`config.mk`:
```
export PLATFORM = sky130hd
export DESIGN_NAME = gvp_accumulator_flat
export DESIGN_NICKNAME = d
export VERILOG_FILES = /design/src/common/gvp_prog_pkg.sv /design/src/common/gvp_out_pkg.sv /design/src/common/gvp_vector_if.sv /design/src/logic/gvp_accumulator.sv /design/src/flat_wrapper.sv
export SDC_FILE = /design/constraint.sdc
export NUM_CORES = 1
export LEC_CHECK = 0
export BUFFER_PORTS_ARGS = -buffer_cell sky130_fd_sc_hd__buf_2
export CAP_MARGIN = 0
export CORE_AREA = 2 2 164 166
export DETAILED_ROUTE_END_ITERATION = 6
export DIE_AREA = 0 0 166 168
export GPL_TIMING_DRIVEN = 0
export PLACE_DENSITY = 0.7
export SYNTH_ARGS = -nofsm -noshare
export SYNTH_HDL_FRONTEND = slang
export SYNTH_SLANG_ARGS = --single-unit
export TNS_END_PERCENT = 20
```
`constraint.sdc`:
```
create_clock -name a_clk -period 3.4 [get_ports a_clk]
set_input_delay 0.17 -clock a_clk [delete_from_list [all_inputs] [get_ports a_clk]]
set_output_delay 0.17 -clock a_clk [all_outputs]
set_load 0.005 [all_outputs]
```
`src/common/gvp_prog_pkg.sv`:
```
package gvp_prog_pkg;

    ////////////////////
    // program geometry

    localparam int MAX_VECTORS_N2 = 6;                  // deepest program supported
    localparam int NEXT_W         = MAX_VECTORS_N2 + 1; // signed jump, index plus sign
    localparam int WORD_W         = 32;
    localparam int VP_SET_W       = 512;                // full write word, 16 words

    // word positions inside vp_set
    localparam int WORD_ADDR = 0;   // target entry index
    localparam int WORD_N    = 1;   // points in section, 0 ends program
    localparam int WORD_IIN  = 2;   // intermediate steps between points
    localparam int WORD_OPT  = 3;
    localparam int WORD_NREP = 4;   // extra passes through loop
    localparam int WORD_NEXT = 5;   // relative jump taken while repeating
    localparam int WORD_DX   = 6;
    localparam int WORD_DY   = 7;
    localparam int WORD_DZ   = 8;
    localparam int WORD_DU   = 9;
    localparam int WORD_DECI = 15;  // step divider

    typedef struct packed {
        logic        [WORD_W-1:0] n;
        logic        [WORD_W-1:0] iin;
        logic        [WORD_W-1:0] options;
        logic        [WORD_W-1:0] nrep;
        logic signed [NEXT_W-1:0] next;
        logic        [WORD_W-1:0] deci;
        logic signed [WORD_W-1:0] dx;
        logic signed [WORD_W-1:0] dy;
        logic signed [WORD_W-1:0] dz;
        logic signed [WORD_W-1:0] du;
    } vec_entry_t;

    // pick one 32 bit word out of the write word
    function automatic logic [WORD_W-1:0] vp_word(input logic [VP_SET_W-1:0] v,
                                                  input int unsigned idx);
        return v[idx*WORD_W +: WORD_W];
    endfunction

endpackage

```
`src/common/gvp_out_pkg.sv`:
```
package gvp_out_pkg;

    ////////////////////
    // output side

    localparam int TIME_W   = 48;   // run timer
    localparam int POS_W    = 32;   // position accumulators
    localparam int STATUS_W = 32;

    // store trigger codes on store_data
    typedef enum logic [1:0] {
        STORE_NONE   = 2'd0,
        STORE_POINT  = 2'd1,    // data point reached
        STORE_HEADER = 2'd2,    // section start, full vector header
        STORE_END    = 2'd3     // program end mark
    } store_t;

    // options word shown once the program has ended
    localparam logic [31:0] OPT_END = 32'hffff_ffff;

    // dbg_status layout
    localparam int DBG_NFIN  = 0;   // not finished
    localparam int DBG_HOLD  = 1;   // pause or stall
    localparam int DBG_RESET = 2;
    localparam int DBG_SEC   = 3;   // section count from here up

endpackage

```
`src/common/gvp_vector_if.sv`:
```
interface gvp_vector_if #(
    parameter int NUM_VECTORS_N2 = 4
);
    import gvp_prog_pkg::*;

    logic [NUM_VECTORS_N2-1:0] pvc;         // program counter
    vec_entry_t                cur;         // entry at pvc
    logic [WORD_W-1:0]         loop_left;   // repeats left for entry at pvc
    logic                      loop_take;   // one more pass, decrement
    logic                      loop_reload; // loop done, rearm counter

    modport store (
        input  pvc,
        input  loop_take,
        input  loop_reload,
        output cur,
        output loop_left
    );

    modport seq (
        output pvc,
        output loop_take,
        output loop_reload,
        input  cur,
        input  loop_left
    );

    // positions only need the deltas
    modport acc (
        input  cur
    );

endinterface

```
`src/logic/gvp_accumulator.sv`:
```
module gvp_accumulator (
    input  logic                                a_clk,
    input  logic                                reset_flg,
    input  logic                                step,    // one add per strobe
    input  logic                                clear,
    gvp_vector_if.acc                           vif,
    output logic signed [gvp_out_pkg::POS_W-1:0] x,
    output logic signed [gvp_out_pkg::POS_W-1:0] y,
    output logic signed [gvp_out_pkg::POS_W-1:0] z,
    output logic signed [gvp_out_pkg::POS_W-1:0] u
);

    ////////////////////
    // position sums

    always_ff @(posedge a_clk)
    begin
        if (reset_flg || clear)
        begin
            x <= '0;
            y <= '0;
            z <= '0;
            u <= '0;
        end
        else if (step)
        begin
            x <= x + vif.cur.dx;            // wraps at 32 bits
            y <= y + vif.cur.dy;
            z <= z + vif.cur.dz;
            u <= u + vif.cur.du;
        end
    end

endmodule

```
`src/flat_wrapper.sv`:
```
// flat-port wrapper written by rule: the top's interface ports become plain ports
module gvp_accumulator_flat 
  (a_clk, reset_flg, step, clear, x, y, z, u, vif_cur);
  gvp_vector_if vif_i ();
  input  logic a_clk;
  input  logic reset_flg;
  input  logic step;
  input  logic clear;
  output logic signed [gvp_out_pkg::POS_W-1:0] x;
  output logic signed [gvp_out_pkg::POS_W-1:0] y;
  output logic signed [gvp_out_pkg::POS_W-1:0] z;
  output logic signed [gvp_out_pkg::POS_W-1:0] u;
  input wire logic [$bits(vif_i.cur)-1:0] vif_cur;
  assign vif_i.cur = vif_cur;
  gvp_accumulator u_core (.a_clk(a_clk), .reset_flg(reset_flg), .step(step), .clear(clear), .vif(vif_i), .x(x), .y(y), .z(z), .u(u));
endmodule
```
==> reports/results.tsv <==
metric	value	unit
outcome	complete, no violations	
cts_buffers	17	
drt-initial-drc-count	590	
grt_use_total	23.0	%
crit_required	3.71	ns
wl_met1	15700	microns
cts_resized	0	
postCtsSetupBuffers	0	
htreeDepth	4	
synthTopCellsByCount	nor2_1, dfxtp_1, ha_1	
grt_setup_unrepaired	false	
powerDensity	370	mW/mm^2
postSynthAreaPerCell	8.15	sq um
fp.dieH	168	microns
fin_skew	0.0154	ns
grt_pass1_wl	52000	microns
top_layer	met5	
slew_viol_final	0	
drive_above_1_share	20.0	%
peakVddDrop	244	uV
post-route-min-period	3.25	ns
io-pin-count	427	
cpMaxStageDelayCell	a221oi_1	
endpoint_kind	register	
grt_pass1_vias	10100	
slowest_delay	0.50	ns
wl_met2	14500	microns
crit_type	reg -> reg	
synth_seq_cells	128	
regArea	0.00256	sq mm
routedWlPerCell	16.8	microns
yosysMostFrequentCell	nor2_1	
place.gp.congestion	0.907	
synth.top_cell.area_share	23.6	%
route.vias.total	10800	
yosys_warnings	0	
insertion_delay	0.42	ns
syn_nets	1758	
die_w	166	microns
root_buffer	clkbuf_16	
path_delay_family	compound AO/OA/AOI/OAI gates	
max_clock_freq	307	MHz
wirelength	33000	microns
synth_edf_count	0	
antenna_found_initial	4	
arrival	3.56	ns
vias_per_cell	5.50	
drtAntennaViolNets	0	
slew_headroom	34.5	%
multiInputGateArea	0.00795	sq mm
setup_viol	0	
dieArea	0.0279	sq mm
grt_remaining_overflow	0	
fill_cells	2575	
critPathMaxFanout	4	
ys.flop_type	dfxtp_1	
yosysUniqueCellTypes	86	
synth_async_sr_flop_share	0	%
netlist_instances	1331	
hold_class	in -> reg	
area_delta_synth_final	21.5	%
port-buffer-count	259	
fin_setup_tns	0	ns
grt_start_max_net_pins	17	
cts.sink_count	128	
finalHoldViolCount	0	
yosysTopAreaCell	dfxtp_1	
path_buf_inv	0	
start_util	41.1	%
static-leakage-power	6.64	nW
min_period_over_period	95.7	%
r2r_slack	0.15	ns
dp.final_hpwl	26000	microns
placementRows	60	
critical_path.startpoint_type	register	
finalNonFillerCells	1965	
synth.area.top_cells	dfxtp_1, ha_1, mux2i_1	
ys_seq_area_share	23.6	%
drtPass1Iterations	5	
path_cells	ha_1 > fa_1 > a21o_1 > a21oi_2 > o21ai_1 > a221oi_1 > o41a_1 > o311ai_1 > o31ai_1 > mux2i_1 > nand2_1	
core	0.0264	sq mm
drc_errors	0	
cap_violations	0	
ctsHoldBuffers	0	
routed-wl-met3	2630	microns
synth_area	0.0108	sq mm
cts_buffer_depth	2	
dp_cells	1931	
worst_pin_slew	0.983	ns
cts_tree	done	
clk_pin_slew	0.06	ns
nNetsFinal	2036	
==> path summary, 6_finish.rpt <==
| path | from | to | cells past startpoint |
|---|---|---|---|
| max | u_core.z[0] | u_core.z[28] | 11 |
| min | reset_flg | u_core.z[31] | 3 |
| max reg2reg | u_core.z[0] | u_core.z[28] | 11 |
| min reg2reg | u_core.u[26] | u_core.u[26] | 2 |
==> logic make-up after synthesis <==
family	share of synthesized area [%]
mux	7.11
buf+inv	3.13
compound gates	25.9
flops	23.6
xor+xnor	8.16
simple gates	17.0
fa+ha+maj	15.0
==> layout by cell type (no fill, tap or decap), types with 6 or more instances in the layout <==
cell,instances
a211oi_1,19
a21o_1,65
a21oi_1,109
a31oi_1,13
and3_1,11
buf_2,260
clkbuf_1,42
clkbuf_16,17
dfxtp_1,128
ha_1,124
inv_1,37
mux2i_1,77
nand2_1,101
nand2b_1,17
nand3_1,27
nand3b_1,6
nand4_1,15
nor2_1,148
nor2b_1,16
nor3_1,22
o21a_1,14
o21ai_0,71
o21ai_1,17
o21bai_1,25
or3_1,8
xnor2_1,65
xor2_1,36
==> sequential cells by signal, indices dropped and copies added, names as in the netlist <==
signal / flops
u_core.y: 32
u_core.u: 32
u_core.x: 32
u_core.z: 32
==> final cells by class <==
cell class | instances | share of cell area (%)
inverters | 37 | 1.05
repair buffers | 259 | 9.84
multi-input cells | 1120 | 60.3
flip-flops and latches | 128 | 19.5
diodes | 2 | 0.0380
plain buffers | 46 | 1.52
clock buffers | 23 | 3.71
well taps | 341 | 3.24
clock inverters | 9 | 0.808
==> where the power goes <==
group          internal (mW)  total, mW  switching, mW
registers               1.58       1.64         0.0659
logic                  0.583       1.32          0.741
clock network           1.16       1.91          0.754
total                   3.32       4.88           1.56
==> worst min-delay path: stages <==
cell     delay (ns)
buf_2          0.14
or3_1          0.12
mux2i_1        0.05
==> through the flow <==
stage	hold WS [ns]	util, %	area, sq um	worst slack (ns)	power, mW
4_1_cts	0.105	49.9	13200	0.157	4.92
2_1_floorplan	0.346	-	10800	0.596	2.59
3_3_place_gp	0.450	47.7	12600	0.202	2.96
3_5_place_dp	0.457	47.7	12600	0.187	2.99
6_report	0.116	50.0	13200	0.146	4.88
5_1_grt	0.122	50.0	13200	0.0180	5.15
==> layer usage <==
metal  vias up  global-route usage, %
met5         -                      0
met4         6                   3.29
met3        20                   7.26
met2       321                   37.7
met1      5022                   30.4
li1       5438                      -
Note: power is estimated with default switching activity, not from simulation.
