File: config.mk
export PLATFORM = sky130hd
export DESIGN_NAME = gvp_sequencer_flat
export DESIGN_NICKNAME = d
export VERILOG_FILES = /design/src/common/gvp_prog_pkg.sv /design/src/common/gvp_out_pkg.sv /design/src/common/gvp_vector_if.sv /design/src/program/gvp_sequencer.sv /design/src/flat_wrapper.sv
export SDC_FILE = /design/constraint.sdc
export NUM_CORES = 1
export LEC_CHECK = 0
export ABC_AREA = 0
export BUFFER_PORTS_ARGS = -buffer_cell sky130_fd_sc_hd__buf_2
export CORE_AREA = 2 2 156 158
export CTS_CLUSTER_SIZE = 25
export DETAILED_ROUTE_END_ITERATION = 16
export DIE_AREA = 0 0 158 160
export PLACE_DENSITY_LB_ADDON = 0.05
export SLEW_MARGIN = 20
export SYNTH_ARGS = -nofsm -noshare
export SYNTH_HDL_FRONTEND = slang
export SYNTH_SLANG_ARGS = --single-unit
File: constraint.sdc
create_clock -name a_clk -period 4.5 [get_ports a_clk]
set_clock_uncertainty 0.15 [all_clocks]
set_input_delay 0 -clock a_clk [delete_from_list [all_inputs] [get_ports a_clk]]
set_output_delay 0 -clock a_clk [all_outputs]
set_load 0.005 [all_outputs]
File: src/common/gvp_prog_pkg.sv
package gvp_prog_pkg;

    ////////////////////
    // program geometry

    localparam int MAX_VECTORS_N2 = 6;                  // deepest program supported
    localparam int NEXT_W         = MAX_VECTORS_N2 + 1; // signed jump, index plus sign
    localparam int WORD_W         = 32;
    localparam int VP_SET_W       = 512;                // full write word, 16 words

    // word positions inside vp_set
    localparam int WORD_ADDR = 0;   // target entry index
    localparam int WORD_N    = 1;   // points in section, 0 ends program
    localparam int WORD_IIN  = 2;   // intermediate steps between points
    localparam int WORD_OPT  = 3;
    localparam int WORD_NREP = 4;   // extra passes through loop
    localparam int WORD_NEXT = 5;   // relative jump taken while repeating
    localparam int WORD_DX   = 6;
    localparam int WORD_DY   = 7;
    localparam int WORD_DZ   = 8;
    localparam int WORD_DU   = 9;
    localparam int WORD_DECI = 15;  // step divider

    typedef struct packed {
        logic        [WORD_W-1:0] n;
        logic        [WORD_W-1:0] iin;
        logic        [WORD_W-1:0] options;
        logic        [WORD_W-1:0] nrep;
        logic signed [NEXT_W-1:0] next;
        logic        [WORD_W-1:0] deci;
        logic signed [WORD_W-1:0] dx;
        logic signed [WORD_W-1:0] dy;
        logic signed [WORD_W-1:0] dz;
        logic signed [WORD_W-1:0] du;
    } vec_entry_t;

    // pick one 32 bit word out of the write word
    function automatic logic [WORD_W-1:0] vp_word(input logic [VP_SET_W-1:0] v,
                                                  input int unsigned idx);
        return v[idx*WORD_W +: WORD_W];
    endfunction

endpackage

File: src/common/gvp_out_pkg.sv
package gvp_out_pkg;

    ////////////////////
    // output side

    localparam int TIME_W   = 48;   // run timer
    localparam int POS_W    = 32;   // position accumulators
    localparam int STATUS_W = 32;

    // store trigger codes on store_data
    typedef enum logic [1:0] {
        STORE_NONE   = 2'd0,
        STORE_POINT  = 2'd1,    // data point reached
        STORE_HEADER = 2'd2,    // section start, full vector header
        STORE_END    = 2'd3     // program end mark
    } store_t;

    // options word shown once the program has ended
    localparam logic [31:0] OPT_END = 32'hffff_ffff;

    // dbg_status layout
    localparam int DBG_NFIN  = 0;   // not finished
    localparam int DBG_HOLD  = 1;   // pause or stall
    localparam int DBG_RESET = 2;
    localparam int DBG_SEC   = 3;   // section count from here up

endpackage

File: src/common/gvp_vector_if.sv
interface gvp_vector_if #(
    parameter int NUM_VECTORS_N2 = 4
);
    import gvp_prog_pkg::*;

    logic [NUM_VECTORS_N2-1:0] pvc;         // program counter
    vec_entry_t                cur;         // entry at pvc
    logic [WORD_W-1:0]         loop_left;   // repeats left for entry at pvc
    logic                      loop_take;   // one more pass, decrement
    logic                      loop_reload; // loop done, rearm counter

    modport store (
        input  pvc,
        input  loop_take,
        input  loop_reload,
        output cur,
        output loop_left
    );

    modport seq (
        output pvc,
        output loop_take,
        output loop_reload,
        input  cur,
        input  loop_left
    );

    // positions only need the deltas
    modport acc (
        input  cur
    );

endinterface

File: src/program/gvp_sequencer.sv
module gvp_sequencer #(
    parameter int NUM_VECTORS_N2 = 4
)(
    input  logic                 a_clk,
    input  logic                 reset_flg,
    input  logic                 pause,
    input  logic                 stall,
    gvp_vector_if.seq            vif,
    output logic                 step,        // add deltas this cycle
    output logic                 clear,       // zero positions at program start
    output logic                 finished,
    output logic                 running,
    output gvp_out_pkg::store_t  store_code,
    output logic [31:0]          index,       // points left in section
    output logic [31:0]          sec          // sections completed
);
    import gvp_out_pkg::*;

    logic [31:0]               div;            // decimation down counter
    logic [31:0]               i;              // points left
    logic [31:0]               ii;             // intermediate steps left
    logic [NUM_VECTORS_N2-1:0] pvc;
    logic                      load_pending;   // next action reads a new entry
    logic                      hold;
    logic                      tick;
    logic                      act;
    logic                      load_tick;
    logic                      step_tick;
    logic                      sec_end;

    ////////////////////
    // action decode

    assign hold      = pause | stall;                   // stall acts like pause
    assign tick      = (div == '0);
    assign act       = tick & ~hold & ~finished;
    assign load_tick = act & load_pending;
    assign step_tick = act & ~load_pending & running;
    assign sec_end   = step_tick & (ii == '0) & (i == '0);

    assign step            = step_tick;
    assign clear           = load_tick & ~running;     // only the very first load
    assign vif.loop_take   = sec_end & (vif.loop_left != '0);
    assign vif.loop_reload = sec_end & (vif.loop_left == '0);
    assign vif.pvc         = pvc;
    assign index           = i;

    ////////////////////
    // program flow

    always_ff @(posedge a_clk)
    begin
        if (reset_flg)
        begin
            div          <= '0;                     // first tick right after reset
            i            <= '0;
            ii           <= '0;
            pvc          <= '0;
            sec          <= '0;
            load_pending <= 1'b1;
            finished     <= 1'b0;
            running      <= 1'b0;
            store_code   <= STORE_NONE;
        end
        else
        begin
            store_code <= STORE_NONE;               // triggers are single cycle
            if (tick)
                div <= finished ? '0 : vif.cur.deci;
            else
                div <= div - 1'b1;

            if (load_tick)
            begin
                load_pending <= 1'b0;
                if (vif.cur.n == '0)
                begin
                    finished   <= 1'b1;             // held until reset
                    running    <= 1'b0;
                    store_code <= STORE_END;
                end
                else
                begin
                    running    <= 1'b1;
                    store_code <= STORE_HEADER;
                    i          <= vif.cur.n;
                    ii         <= vif.cur.iin;
                end
            end
            else if (step_tick)
            begin
                if (ii != '0)
                    ii <= ii - 1'b1;                // intermediate step
                else if (i != '0)
                begin
                    store_code <= STORE_POINT;      // data point reached
                    i          <= i - 1'b1;
                    ii         <= vif.cur.iin;
                end
                else
                begin
                    sec          <= sec + 1'b1;     // section done
                    load_pending <= 1'b1;
                    if (vif.loop_take)
                        pvc <= pvc + NUM_VECTORS_N2'(vif.cur.next); // back to loop head
                    else
                        pvc <= pvc + 1'b1;
                end
            end
        end
    end

endmodule

File: src/flat_wrapper.sv
// flat-port wrapper written by rule: the top's interface ports become plain ports
module gvp_sequencer_flat import gvp_out_pkg::*;
#(
    parameter int NUM_VECTORS_N2 = 4
)
  (a_clk, reset_flg, pause, stall, step, clear, finished, running, store_code, index, sec, vif_pvc, vif_loop_take, vif_loop_reload, vif_cur, vif_loop_left);
  gvp_vector_if #(.NUM_VECTORS_N2(NUM_VECTORS_N2)) vif_i ();
  input  logic a_clk;
  input  logic reset_flg;
  input  logic pause;
  input  logic stall;
  output logic step;
  output logic clear;
  output logic finished;
  output logic running;
  output gvp_out_pkg::store_t store_code;
  output logic [31:0] index;
  output logic [31:0] sec;
  output wire logic [$bits(vif_i.pvc)-1:0] vif_pvc;
  output wire logic [$bits(vif_i.loop_take)-1:0] vif_loop_take;
  output wire logic [$bits(vif_i.loop_reload)-1:0] vif_loop_reload;
  input wire logic [$bits(vif_i.cur)-1:0] vif_cur;
  input wire logic [$bits(vif_i.loop_left)-1:0] vif_loop_left;
  assign vif_pvc = vif_i.pvc;
  assign vif_loop_take = vif_i.loop_take;
  assign vif_loop_reload = vif_i.loop_reload;
  assign vif_i.cur = vif_cur;
  assign vif_i.loop_left = vif_loop_left;
  gvp_sequencer #(.NUM_VECTORS_N2(NUM_VECTORS_N2)) u_core (.a_clk(a_clk), .reset_flg(reset_flg), .pause(pause), .stall(stall), .vif(vif_i), .step(step), .clear(clear), .finished(finished), .running(running), .store_code(store_code), .index(index), .sec(sec));
endmodule
==> qor.txt <==
Status: completed
Setup TNS: 0 ps
Largest net degree at the start of global routing: 77
Tot GR Track Use: 0.240
Syn_area_per_cell: 7.57 sq um
Area growth from synthesis to layout: 37.8%
Gr ovfl total: 0
Area contributors post-synth: dfxtp_1, a21oi_1, nor4_1
Post-synth cell types: 62
CP Max Fanout: 4
Detail Route Antenna Nets: 0
Sw Share: 0.440
Arr. time, crit path: 4300 ps
Pwr Density: 599 nW/um^2
Later-pin clock latency in the skew report: 430 ps
Max-slew violations: 0
I/O pins: 407
Final wirelength: 30500 microns
Highest routed layer: met4
Max clock buf depth: 2
Die footprint: 25300 sq um
Vias per cell: 5.51
Fin util: 0.478
FFs w/ async S/R, synth: 0
Pre-Repair DR Iteration Count: 6
Initial antenna violation count: 1
Max Fclk: 245 MHz
Critical path endpoint category: flop
Syn_nets: 1431
Initial drt markers: 499
Pint: 0.00382 W
Final Setup Violations: 0
Nets: 1725
Die W: 158 microns
Final Hold Fails: 0
Maximum vdd drop: 0.262 mV
Initial core utilization: 0.347
Post-route clock period utilization: 0.909
Gate power share: 0.555
DP HPWL: 20600 microns
Most common cell after layout, fill and taps aside: buf_2
Critical Path Start Type: flop
Type of the worst setup path: flop to flop
Routability Congestion: 0.812
Site Rows: 57
First-pass GRT wire length: 48100 microns
Root buffer cell: clkbuf_16
Metal3 WL: 2160 microns
CTS tree: built
Most frequent cells in the layout: buf_2, dfxtp_1, a21oi_1, dlygate4sd3_1, nand2_1
#FFs+latches synth: 137
Synth top area share: 0.332
Reg power frac: 0.214
RSZ-0062 raised after global routing: false
P_leak: 4.66 nW
Area leader, netlist: dfxtp_1
Max_cap viols: 0
Worst Tran Pin Value: 1090 ps
CTS clk-pin slew, worst paths: 70 ps
Post-Syn Area: 8260 sq um
Drt wl/cell: 17.7 microns
Post-synth EDFFs: 0
Final Power: 0.00682 W
Number of global-route vias before repair: 8869
Post-CTS Setup Bufs: 0
WL met2: 13400 microns
H-tree levels: 4
Post-Route M1 WL: 14500 microns
Hold WC Path Type: primary input to flop
Layout cells sized above 1: 0.224
Synth Instances: 1091
Period minus WS final: 4090 ps
Switching pwr: 0.00300 W
CTS buffer count: 17
Clock Sinks: 137
Clk pwr share: 0.230
Main flop type after synthesis: dfxtp_1
PortBufs: 211
Post-synthesis sequential area ratio: 0.332
Slew margin rel.: 0.274
Die height: 160 microns
Setup ws final: 411 ps
Synth warn: 0
Drc violations: 0
Via count: 9487
Critical Path RT: 4710 ps
Dpl ws: 373 ps
Core Area: 23800 sq um
## stage by stage
| stage | std cells | instance area, sq um | hold WS, ps |
|---|---|---|---|
| floorplan | 1091 | 8260 | -9.55 |
| global placement | 1591 | 9750 | 102 |
| detailed placement | 1591 | 9750 | 108 |
| CTS | 1722 | 11400 | 18.5 |
| global route | 1722 | 11400 | 44.3 |
| finish | 1723 | 11400 | 20.0 |
## cell usage after synthesis, types with 3 or more instances
master,count
a211oi_1,16
a21boi_0,4
a21o_1,13
a21oi_1,125
a221oi_1,7
a22oi_1,12
a2bb2oi_1,11
and2_1,15
and3_1,5
and4_1,3
buf_2,15
clkbuf_1,57
dfxtp_1,137
ha_1,8
inv_1,32
mux2_2,5
mux2i_1,14
nand2_1,84
nand2b_1,7
nand3_1,50
nand3b_1,7
nand4_1,31
nor2_1,75
nor3_1,53
nor3b_1,5
nor4_1,56
nor4_2,4
nor4b_1,6
o21ai_0,66
o22ai_1,9
o31ai_1,16
o32ai_1,19
or2_2,7
or3_1,24
or4_1,30
xnor2_1,16
xor2_1,12
## per-layer routing
metal,vias up,global-route usage
li1,4720,-
met1,4453,0.335
met2,288,0.367
met3,26,0.0624
met4,0,0.0651
met5,-,0
## flip-flops by register name, indices dropped and copies added, names as in the netlist
name and count:
u_core.load_pending 1, u_core.store_code 2, u_core.sec 32, u_core.running 1, u_core.finished 1, u_core.ii 32, u_core.div 32, u_core.index 32
u_core.vif.pvc 4
## worst max-delay path, cell delays in order (launching register included)
cell and delay (ps):
dfxtp_1 340, inv_1 100, ha_1 160, nor4b_1 500, nand3_1 180, or4_1 640
inv_1 160, nand3_1 180, nor2_1 260, and2_1 220, ha_1 240, a21o_1 150
a21oi_1 160, xnor2_1 120, or3_1 310, a21oi_1 140
## layout make-up
cell class	count	area (sq um)
diodes	1	2.50
clock buffers	17	425
clock inverters	15	213
fillers	2433	12400
inverters	33	124
multi-input cells	844	5110
flip-flops and latches	137	2740
well taps	324	405
repair buffers	352	2360
## power groups by stage
stage	combinational [W]	clock [W]	sequential (W)
floorplan	0.00266	0	0.00145
global placement	0.00368	0	0.00149
detailed placement	0.00369	0	0.00149
CTS	0.00377	0.00160	0.00146
global route	0.00418	0.00165	0.00148
finish	0.00379	0.00157	0.00146
## logic make-up after synthesis
logic type,Yosys count,share of synthesized area
flops,137,0.332
xor+xnor,28,0.0297
simple gates,469,0.305
buf+inv,110,0.0541
mux,19,0.0238
compound gates,319,0.241
fa+ha+maj,9,0.0145
## worst paths after layout
| check | start | endpoint | slack (ps) | cells after the start |
|---|---|---|---|---|
| worst max-delay path | u_core.div[0]$_SDFF_PP0_ | u_core.vif.pvc[3]$_SDFFE_PP0P_ | 410 | 15 |
| worst max register to register | u_core.div[0]$_SDFF_PP0_ | u_core.vif.pvc[3]$_SDFFE_PP0P_ | 410 | 15 |
| worst min register to register | u_core.ii[19]$_SDFFE_PP0P_ | u_core.ii[19]$_SDFFE_PP0P_ | 320 | 2 |
| worst min-delay path | reset_flg | u_core.vif.pvc[0]$_SDFFE_PP0P_ | 20 | 2 |
## what timing repair did
action	CTS	global route
endpoints found under the hold margin	99	0
setup endpoints to repair	0	0
resized for setup	0	0
hold buffers	99	0
(Power assumes the default switching activity.)
