<file path="config.mk">
export PLATFORM = sky130hd
export DESIGN_NAME = gvp_output_stage
export DESIGN_NICKNAME = d
export VERILOG_FILES = /design/src/common/gvp_out_pkg.sv /design/src/logic/gvp_output_stage.sv
export SDC_FILE = /design/constraint.sdc
export NUM_CORES = 1
export LEC_CHECK = 0
export ABC_CLOCK_PERIOD_IN_PS = 5400
export BUFFER_PORTS_ARGS = -buffer_cell sky130_fd_sc_hd__buf_2
export CORE_AREA = 2 2 210 212
export DETAILED_ROUTE_END_ITERATION = 8
export DIE_AREA = 0 0 212 214
export HOLD_SLACK_MARGIN = 0.03
export PLACE_DENSITY = 0.51
export SLEW_MARGIN = 20
export SYNTH_ARGS = -nofsm -noshare
export SYNTH_HDL_FRONTEND = slang
export SYNTH_SLANG_ARGS = --single-unit
</file>
<file path="constraint.sdc">
create_clock -name a_clk -period 5.4 [get_ports a_clk]
set_input_delay 1.35 -clock a_clk [delete_from_list [all_inputs] [get_ports a_clk]]
set_output_delay 1.35 -clock a_clk [all_outputs]
set_load 0.03 [all_outputs]
</file>
<file path="src/common/gvp_out_pkg.sv">
package gvp_out_pkg;

    ////////////////////
    // output side

    localparam int TIME_W   = 48;   // run timer
    localparam int POS_W    = 32;   // position accumulators
    localparam int STATUS_W = 32;

    // store trigger codes on store_data
    typedef enum logic [1:0] {
        STORE_NONE   = 2'd0,
        STORE_POINT  = 2'd1,    // data point reached
        STORE_HEADER = 2'd2,    // section start, full vector header
        STORE_END    = 2'd3     // program end mark
    } store_t;

    // options word shown once the program has ended
    localparam logic [31:0] OPT_END = 32'hffff_ffff;

    // dbg_status layout
    localparam int DBG_NFIN  = 0;   // not finished
    localparam int DBG_HOLD  = 1;   // pause or stall
    localparam int DBG_RESET = 2;
    localparam int DBG_SEC   = 3;   // section count from here up

endpackage

</file>
<file path="src/logic/gvp_output_stage.sv">
module gvp_output_stage (
    input  logic                                    a_clk,
    input  logic                                    reset_flg,
    input  logic                                    finished,
    input  logic                                    running,
    input  gvp_out_pkg::store_t                     store_code,
    input  logic [31:0]                             index,
    input  logic [31:0]                             sec,
    input  logic signed [gvp_out_pkg::POS_W-1:0]    x,
    input  logic signed [gvp_out_pkg::POS_W-1:0]    y,
    input  logic signed [gvp_out_pkg::POS_W-1:0]    z,
    input  logic signed [gvp_out_pkg::POS_W-1:0]    u,
    input  logic [31:0]                             cur_options,
    input  logic [31:0]                             reset_options,  // idle options
    input  logic                                    pause,
    input  logic                                    stall,
    output logic [gvp_out_pkg::POS_W-1:0]           pos_x,
    output logic [gvp_out_pkg::POS_W-1:0]           pos_y,
    output logic [gvp_out_pkg::POS_W-1:0]           pos_z,
    output logic [gvp_out_pkg::POS_W-1:0]           pos_u,
    output logic [31:0]                             options,
    output logic [31:0]                             index_out,
    output logic [1:0]                              store_data,
    output logic                                    gvp_finished,
    output logic                                    gvp_hold,
    output logic [gvp_out_pkg::TIME_W-1:0]          gvp_time,
    output logic [gvp_out_pkg::STATUS_W-1:0]        dbg_status
);
    import gvp_out_pkg::*;

    logic hold;

    assign hold = pause | stall;

    always_ff @(posedge a_clk)
    begin
        pos_x     <= x;
        pos_y     <= y;
        pos_z     <= z;
        pos_u     <= u;
        index_out <= index;
        gvp_hold  <= hold;

        dbg_status[STATUS_W-1:DBG_SEC] <= sec[STATUS_W-DBG_SEC-1:0];
        dbg_status[DBG_RESET]          <= reset_flg;
        dbg_status[DBG_HOLD]           <= hold;
        dbg_status[DBG_NFIN]           <= ~finished;

        if (reset_flg)
        begin
            options      <= reset_options;
            store_data   <= STORE_NONE;
            gvp_finished <= 1'b0;
            gvp_time     <= '0;
        end
        else
        begin
            if (running)
                options <= cur_options;     // active section
            else if (finished)
                options <= OPT_END;         // sticks until reset
            store_data   <= store_code;
            gvp_finished <= finished;
            gvp_time     <= gvp_time + 1'b1;   // a_clk cycles since reset
        end
    end

endmodule

</file>
==> results of run 1 <==
-- routing by layer --
metal	part of all wire (%)	up-vias
met5	0.045	-
met4	2.4	2
met3	10	50
met2	49	321
met1	39	2970
li1	-	3092
-- how the worst max path moves through the flow --
stage / from / to / slack, ns / cells after the start
6_report: gvp_time[0] / gvp_time[40] / 2.65 / 6
5_1_grt: gvp_time[0] / gvp_time[40] / 2.37 / 6
4_1_cts: gvp_time[0] / gvp_time[40] / 2.62 / 6
3_5_place_dp: reset_flg / options[7] / 2.23 / 4
3_3_place_gp: reset_flg / options[6] / 2.25 / 4
2_1_floorplan: running / options[0] / 2.87 / 1
-- registers in the layout, indices dropped and copies added, names as in the netlist --
register / cells
dbg_status: 32
gvp_finished: 1
gvp_time: 48
index_out: 32
options: 32
pos_u: 32
pos_x: 32
pos_y: 32
pos_z: 32
store_data: 2
-- layout make-up --
cell class / instances / area, µm²
well taps: 585 / 732.0
multi-input cells: 265 / 1486
clock inverters: 16 / 168.9
fillers: 4631 / 30960
diodes: 4 / 10.01
clock buffers: 38 / 852.1
inverters: 40 / 150.1
flip-flops and latches: 275 / 5826
repair buffers: 538 / 2698
-- power groups by stage --
stage          registers (W)  clock network, W  logic (W)
2_1_floorplan        0.00247                 0  0.0000353
3_3_place_gp         0.00225                 0   0.000474
3_5_place_dp         0.00225                 0   0.000473
4_1_cts              0.00221           0.00217   0.000475
5_1_grt              0.00222           0.00225   0.000496
6_report             0.00221           0.00210   0.000468
-- stage by stage --
step | power (W) | worst slack [ns] | utilization, % | std cells
floorplan | 0.002501 | 2.869 | - | 595
global placement | 0.002726 | 2.248 | 25.39 | 1703
detailed placement | 0.002727 | 2.233 | 25.40 | 1703
CTS | 0.004853 | 2.620 | 27.78 | 1757
global route | 0.004966 | 2.373 | 27.79 | 1759
finish | 0.004773 | 2.650 | 27.80 | 1761
-- cells in the final DEF (no fill, tap or decap), drive strengths merged, types with 4 or more instances in the layout --
| master | instances |
|---|---|
| a21oi | 49 |
| and3 | 4 |
| buf | 538 |
| clkbuf | 38 |
| clkinv | 9 |
| dfxtp | 243 |
| diode | 4 |
| edfxtp | 32 |
| inv | 43 |
| nand2 | 17 |
| nand3 | 23 |
| nand4 | 14 |
| nor2 | 70 |
| nor3 | 7 |
| nor4 | 6 |
| o21ai | 11 |
| o31ai | 6 |
| or3 | 12 |
| or4 | 7 |
| xnor2 | 9 |
| xor2 | 20 |
-- synth_stat cells, drive strengths merged, types with 6 or more instances --
| cell | number |
|---|---|
| a21oi | 49 |
| o31ai | 6 |
| dfxtp | 243 |
| edfxtp | 32 |
| nor2 | 70 |
| nor3 | 7 |
| or4 | 7 |
| inv | 40 |
| or3 | 12 |
| nand2 | 17 |
| xnor2 | 9 |
| buf | 6 |
| nand3 | 23 |
| clkbuf | 9 |
| o21ai | 11 |
| nand4 | 14 |
| nor4 | 6 |
| xor2 | 20 |
-- cell families (layout without fill, tap and decap cells) --
group                    Yosys count  after routing
AO/OA/AOI/OAI                     66             66
buffers and inverters             55            632
adder cells (fa/ha/maj)            1              1
AND/OR/NAND/NOR                  169            169
flip-flops                       275            275
XOR/XNOR                          29             29
other                              0              4
==> run metrics, run 1 <==
critical path arrival=between 3 and 4 ns; met2 Track Usage GR=20.75%; H-tree depth=1; first-pass iteration count of the detailed router=5; r2r setup slk=2.65 ns; root buffer cell=clkbuf_16; GR Layer Usage met3=between 4 and 5%; initial core utilization=17.55%; die span in x=212 µm; Setup violations, final=0; final setup skew=0.006713 ns; site row count=76; Max clock buf depth=3; Int Pwr=0.003578 W; CTS resizes=0; worst-margin pin slew=0.9588 ns; port bufs=around 540; top cell family by delay on the critical path=simple AND/OR/NAND/NOR gates; Max Slew Vio Count=0; mean post-synth cell area=12.65 µm²; CTS tree=yes; post-synthesis adder-cell area fraction=0.1662%; Post-CTS Repair Setup Buffers=0; f_max=between 300 and 400 MHz; predominant post-synthesis flop cell=dfxtp_1; Min Hold Slack=between 0.4 and 0.5 ns; Synth area leaders=dfxtp_1 65%, edfxtp_1 13%, nor2_1 3.5%; vias in the first global route=6380; hpwl dp=around 23000 µm; Area Growth Syn to Fin=58.37%; Hold Crit Endpoint=gvp_time[0]; Crit Path Class=reg2reg; complex-gate fraction of the synthesized area=4.587%; #FFs+latches synth=275; Peak VDD IR=0.2609 mV; WP buf/inv=0; Clock Power Share=between 40% and 50%; yosys warns=0; via count=6435; CP Max Fanout=12; Worst EP required=5.88 ns; Die H=approximately 210 µm; Slew headroom=~36%; mux contribution to synthesized area=0%; Hold Crit Start=gvp_time[0]; Final Cell Area=11920 µm²; Tcrit/Tclk final=50.92%; DR iter-0 viols=191; RR Startpoint=gvp_time[0]; pin count of the biggest net entering global routing=87; critical path startpoint category=flop; Leak=5.597 nW; Largest stage delay, worst path=0.54 ns; CP Capture Type=flop; Final nets=~1400; Comb power frac=9.8%; Routed WL per cell=16.30 µm; final-report hold violation count=0; largest family of logic cells by synthesized area=simple AND/OR/NAND/NOR gates; Global Route Usage Sum=a little under an eighth; Post-route DRC=0; share of cells above drive strength 1=51.28%; CTS sink count=275; TritonCTS Buffers=30; status=complete, no violations; Synth async-reset ratio=0%; GR peak layer=met2; hold path cells=1; Detailed Route WL=~29000 µm; core area=42890 µm²; Post-Syn Area=7528 µm²; Crit path top cell by count=nand4_1; CP Cell Sequence=ha_1 > nand4_1 > nor3_2 > nand4_1 > or3_1 > a21oi_1; pwr dens=400.3 nW/µm²; reg-to-reg endpoint=gvp_time[40]; die area=around 45000 µm²; min Tclk post-route=2.750 ns; Netlist cell types=35; Reg power frac=46.3%; Crit-path slowest cell=nor3_2; I/O pins=540; clock slew at reported path FFs=0.06 ns; Net Count, Synth=860; Worst Hold Class=reg2reg; worst reg-to-reg path cell count=6; Seq/Total Area, Yosys=77.38%; gpl congestion=0.8550; post-cts hold buffer count=0; initial antenna violation count=9; cells after synthesis=595; Post-Synth Simple-Gate Area=11.58%; max-cap check violation count=0; setup TNS=0 ns; top-area cell type share of the netlist area=64.62%; Placed Area=10890 µm²; library cell with the largest summed area after synthesis=dfxtp_1; RSZ-0062 raised after global routing=false; P_sw=0.001195 W; global route overflow=0; vias per inst=3.654; M1 GR Usage=13.34%; Worst-Skew Late Latency=0.56 ns; remaining antenna violation count=0; XOR/XNOR share of the synthesized area=under 10%; Sw Share=25.03%; EDFF count, synth=32; first-pass GRT wire length=a little over 40000 µm
No activity file was read; power rests on OpenSTA's default activity.
==> inputs of run 2 (changes only) <==
--- a/config.mk
+++ b/config.mk
@@ -5,13 +5,13 @@
 export SDC_FILE = /design/constraint.sdc
 export NUM_CORES = 1
 export LEC_CHECK = 0
-export ABC_CLOCK_PERIOD_IN_PS = 5400
+export ABC_CLOCK_PERIOD_IN_PS = 2400
 export BUFFER_PORTS_ARGS = -buffer_cell sky130_fd_sc_hd__buf_2
 export CORE_AREA = 2 2 210 212
 export DETAILED_ROUTE_END_ITERATION = 8
 export DIE_AREA = 0 0 212 214
 export HOLD_SLACK_MARGIN = 0.03
-export PLACE_DENSITY = 0.51
+export PLACE_DENSITY = 0.52
 export SLEW_MARGIN = 20
 export SYNTH_ARGS = -nofsm -noshare
 export SYNTH_HDL_FRONTEND = slang
==> constraint.sdc (replaced) <==
create_clock -name a_clk -period 2.4 [get_ports a_clk]
set_input_delay 0.6 -clock a_clk [delete_from_list [all_inputs] [get_ports a_clk]]
set_output_delay 0.6 -clock a_clk [all_outputs]
set_load 0.03 [all_outputs]
==> run 2 against run 1 <==
Core utilization up 0.21 points. First-iteration DRC count increased by 30%. Global-route usage about the same. Design area grew 0.76%. Final cell count grew 0.74%. Clock-buffer cell count rose by 7. Combinational power increased by 130%. Sequential power increased by 120%. Clock skew increased by 0.00053 ns. Via count fell by 0.11%. Critical endpoint is now gvp_time[44]. Clock power increased by 120%.
==> run metrics, run 2 (synthesized netlist as in run 1, its figures left out) <==
status=complete, no violations; initial antenna violation count=9; first-pass GRT wire length=40570 µm; initial core utilization=17.55%; pin count of the biggest net entering global routing=86; hpwl dp=23000 µm; first-pass iteration count of the detailed router=4; Tcrit/Tclk final=91.80%; gpl congestion=0.8271; CTS sink count=275; P_sw=0.002668 W; port bufs=536; vias per inst=3.623; min Tclk post-route=roughly 2.2 ns; commonest non-fill, non-tap cells in the layout=536 x buf_2, 243 x dfxtp_1, 70 x nor2_1; global route overflow=0; Worst-Skew Late Latency=0.56 ns; max-cap check violation count=0; Placed Area=10970 µm²; met3 wire len=3325 µm; Crit path top cell by count=nand4_1; clock slew at reported path FFs=0.06 ns; CP Capture Type=flop; root buffer cell=clkbuf_16; I/O pins=540; final-report hold violation count=0; Die H=214 µm; Post-route DRC=0; post-cts hold buffer count=0; Final Util=28.01%; Comb power frac=about 9.9%; Sw Share=24.97%; critical path startpoint category=flop; fillers=4549; worst-margin pin slew=0.6222 ns; Max clock buf depth=3; remaining antenna violation count=0; Seq. cell area=5826 µm²; DR iter-0 viols=248; Final nets=1424; Worst Hold Class=in2reg; most common cell after layout, fill and taps aside=buf_2; die span in x=212 µm; DR WL met2=13950 µm; Detailed Route WL=28490 µm; flip-flop count of the largest register after layout=48; Int Pwr=0.008016 W; CTS tree=yes; core area=approximately 43000 µm²; Global Route Usage Sum=11.95%; Setup violations, final=0; Leak=around 5.6 nW; Crit-path slowest cell=or3_1; Multi-input gate area=1484 µm²; M1 wire length=10450 µm; CTS resizes=0; Min Hold Slack=approximately 0.13 ns; H-tree depth=1; setup TNS=0 ns; Max Used Layer=met4; Area Growth Syn to Fin=59.56%; RSZ-0062 raised after global routing=false; setup ws final=0.1968 ns; Largest stage delay, worst path=around 0.48 ns; critical path arrival=2.69 ns; CP Cell Sequence=ha_1 > nand4_1 > nor3_2 > nand4_1 > or3_1 > a21oi_1; f_max=453.9 MHz; Slew headroom=58.20%; Clock Power Share=between 40% and 50%; TritonCTS Buffers=31; Routed WL per cell=16.06 µm; pwr dens=889.4 nW/µm²; site row count=76; Crit Path Class=reg2reg; die area=around 45000 µm²; Max Slew Vio Count=0; Worst EP required=~2.9 ns; vias in the first global route=6603; post-place setup slack=0.1854 ns; Post-CTS Repair Setup Buffers=0; largest reg by FF count=gvp_time; share of cells above drive strength 1=about 51%; final setup skew=0.007245 ns; CP Max Fanout=12; via count=about 6400; Peak VDD IR=0.6286 mV; Final Cell Area=12010 µm²; Reg power frac=46.5%
## run 2: critical path, delay by kind of cell, from the launching register on
family	cells	cell delay (ns)
flip-flops	1	0.40
adder cells (fa/ha/maj)	1	0.23
AO/OA/AOI/OAI	1	0.15
AND/OR/NAND/NOR	4	1.35
## run 2: cell type report
cell class | instances | share of cell area (%)
sequential | 275 | 48.49
timing repair buffer | 546 | 23.16
multi-input combinational | 265 | 12.35
clock buffer | 45 | 7.749
tap | 585 | 6.093
inverter | 40 | 1.250
clock inverter | 10 | 0.7291
antenna | 8 | 0.1666
## run 2: final timing paths
check,start,slack [ns],to,depth (start not counted)
worst max-delay path,gvp_time[0],0.20,gvp_time[44],6
worst min-delay path,index[24],0.13,index_out[24],1
worst max register to register,gvp_time[0],0.20,gvp_time[44],6
worst min register to register,gvp_time[0],0.48,gvp_time[0],1
## run 2: metrics by stage
stage,total power [W],std cells
6_report,0.01068,1774
5_1_grt,0.01113,1769
4_1_cts,0.01087,1766
3_5_place_dp,0.006138,1711
3_3_place_gp,0.006130,1711
2_1_floorplan,0.005626,595
## run 2: routing by layer
metal | track usage (%) | vias to the layer above
met5 | 0 | -
met4 | 3.615 | 0
met3 | 5.322 | 46
met2 | 21.20 | 329
met1 | 12.59 | 2935
li1 | - | 3118
## run 2: power groups by stage
| stage | Sequential, W | Clock [W] | Combinational, W |
|---|---|---|---|
| after detailed placement | 0.00507 | 0 | 0.00107 |
| after floorplan | 0.00555 | 0 | 0.0000795 |
| final | 0.00497 | 0.00466 | 0.00106 |
| after CTS | 0.00497 | 0.00483 | 0.00107 |
| after global routing | 0.00499 | 0.00502 | 0.00112 |
| after global placement | 0.00506 | 0 | 0.00107 |
==> inputs of run 3 (changes only) <==
--- a/config.mk
+++ b/config.mk
@@ -5,13 +5,15 @@
 export SDC_FILE = /design/constraint.sdc
 export NUM_CORES = 1
 export LEC_CHECK = 0
+export ABC_AREA = 1
 export ABC_CLOCK_PERIOD_IN_PS = 2400
 export BUFFER_PORTS_ARGS = -buffer_cell sky130_fd_sc_hd__buf_2
-export CORE_AREA = 2 2 210 212
+export CORE_AREA = 2 2 208 210
+export CTS_BUF_LIST = sky130_fd_sc_hd__clkbuf_16
 export DETAILED_ROUTE_END_ITERATION = 8
-export DIE_AREA = 0 0 212 214
+export DIE_AREA = 0 0 210 212
 export HOLD_SLACK_MARGIN = 0.03
-export PLACE_DENSITY = 0.52
+export PLACE_DENSITY = 0.44
 export SLEW_MARGIN = 20
 export SYNTH_ARGS = -nofsm -noshare
 export SYNTH_HDL_FRONTEND = slang
==> run 3 against run 2 <==
First-iteration DRC count is 40% higher. Largest cell class unchanged. Flip-flop and latch count is the same. Critical endpoint is now gvp_time[32]. Clock power increased by 7.3%. Core utilization is 1.4 points higher. Synthesized cell count is 30% higher.
==> run metrics, run 3 <==
status=complete, no violations; top-area cell type share of the netlist area=60.49%; Setup violations, final=0; cell with the most instances after synthesis=dfxtp_1; Post-route DRC=0; TritonCTS Buffers=34; share of cells above drive strength 1=45.33%; yosys warns=0; CP Cell Sequence=buf_2; Final Util=29.40%; Leak=5.919 nW; mean post-synth cell area=10.42 µm²; RR Startpoint=gvp_time[0]; synth cell count leaders=243 x dfxtp_1, 176 x nand2_1, 105 x nor2_1, 49 x inv_1, 41 x o21ai_0; Netlist cell types=28; CTS resizes=0; first-pass iteration count of the detailed router=5; Placed Area=11400 µm²; vias in the first global route=roughly 7400; Routed WL per cell=between 15 and 20 µm; Crit-path slowest cell=dfxtp_1; hpwl dp=29900 µm; flip-flop count of the largest register after layout=48; DR iter-0 viols=around 350; CTS tree=yes; Tcrit/Tclk final=78.71%; Global Route Usage Sum=16.00%; Worst EP required=~1.8 ns; fillers=between 4000 and 5000; Synth area leaders=dfxtp_1 60%, edfxtp_1 12%, nand2_1 8.2%; final-report hold violation count=0; f_max=529.4 MHz; Crit Path Class=reg2out; most common cell after layout, fill and taps aside=buf_2; Die H=212 µm; cells after synthesis=slightly below 800; min Tclk post-route=1.889 ns; CP Capture Type=output pin; max-cap check violation count=0; Largest stage delay, worst path=between 0.4 and 0.5 ns; Area Growth Syn to Fin=55.41%; Peak VDD IR=0.8574 mV; WP buf/inv=1; setup TNS=0 ns; CP Max Fanout=5; library cell with the largest summed area after synthesis=dfxtp_1; worst-margin pin slew=0.7520 ns; largest reg by FF count=gvp_time; gpl congestion=0.8431; die area=44520 µm²; post-cts hold buffer count=0; EDFF count, synth=32; root buffer cell=clkbuf_16; Post-CTS Repair Setup Buffers=0; Synth async-reset ratio=0%; port bufs=536; Worst-Skew Late Latency=around 0.54 ns; die span in x=210 µm; initial core utilization=18.92%; Max clock buf depth=3; vias per inst=3.943; remaining antenna violation count=0; initial antenna violation count=21; predominant post-synthesis flop cell=dfxtp_1; Net Count, Synth=1037; pwr dens=889.3 nW/µm²; Post-Syn Area=approximately 8000 µm²; Final Cell Area=12500 µm²; commonest non-fill, non-tap cells in the layout=536 x buf_2, 243 x dfxtp_1, 176 x nand2_1; Hold Crit Start=z[21]; post-place setup slack=between 0.6 and 0.7 ns; Seq/Total Area, Yosys=about 72%; RSZ-0062 raised after global routing=false; core area=42510 µm²; clock slew at reported path FFs=around 0.060 ns; critical path startpoint category=flop; site row count=76; I/O pins=540; Worst Hold Class=in2reg; setup ws final=0.5110 ns; Slew headroom=49.87%; global route overflow=0; Max Slew Vio Count=0; #FFs+latches synth=275; CTS sink count=about 280; H-tree depth=2; total power=0.01111 W; Final nets=1600; CP startpoint=gvp_time[32]; pin count of the biggest net entering global routing=63; top cell family by delay on the critical path=flip-flops; first-pass GRT wire length=50810 µm; final setup skew=approximately 0.014 ns; via count=about 7500; Detailed Route WL=37170 µm; critical path arrival=1.29 ns
run 3: through the flow:
| stage | hold slack (ns) | cells |
|---|---|---|
| 3_3_place_gp | 0.4481 | 1845 |
| 3_5_place_dp | 0.4675 | 1845 |
| 6_report | 0.1494 | 1910 |
| 5_1_grt | 0.1257 | 1909 |
| 2_1_floorplan | 0.5659 | 772 |
| 4_1_cts | 0.1160 | 1905 |
run 3: final timing paths:
| kind | cells after the start | slack [ns] | endpoint |
|---|---|---|---|
| worst min-delay path | 1 | 0.15 | pos_z[21] |
| worst min register to register | 1 | 0.47 | gvp_time[0] |
| worst max-delay path | 1 | 0.51 | gvp_time[32] |
| worst max register to register | 8 | 0.70 | gvp_time[34] |
run 3: where the power goes:
group | total [W] | switching, W | internal [W]
clock | 0.00500 | 0.00210 | 0.00290
combinational | 0.00113 | 0.000790 | 0.000342
sequential | 0.00498 | 0.0000769 | 0.00490
total | 0.0111 | 0.00297 | 0.00814
run 3: layout make-up:
cell class | count | area [µm²] | share of cell area [%]
timing repair buffer | 544 | 2743 | 21.95
tap | 546 | 683.2 | 5.467
antenna | 5 | 12.51 | 0.1001
multi-input combinational | 429 | 1954 | 15.64
inverter | 51 | 191.4 | 1.532
sequential | 275 | 5826 | 46.62
clock inverter | 23 | 161.4 | 1.292
clock buffer | 37 | 925.9 | 7.409
run 3: kinds of logic (layout without fill, tap and decap cells):
family | after synthesis | after routing | share of synthesized area [%]
flip-flops | 275 | 275 | 72.44
AND/OR/NAND/NOR | 350 | 350 | 18.69
buffers and inverters | 68 | 655 | 3.314
AO/OA/AOI/OAI | 71 | 71 | 4.637
adder cells (fa/ha/maj) | 1 | 1 | 0.1556
XOR/XNOR | 7 | 7 | 0.7624
other | 0 | 5 | 0
run 3: layer usage:
metal / GRT usage [%] / part of all wire [%]
met2: 25.01 / 46
met1: 19.26 / 41
met5: 0 / 0.062
met4: 6.016 / 2.1
met3: 7.341 / 11
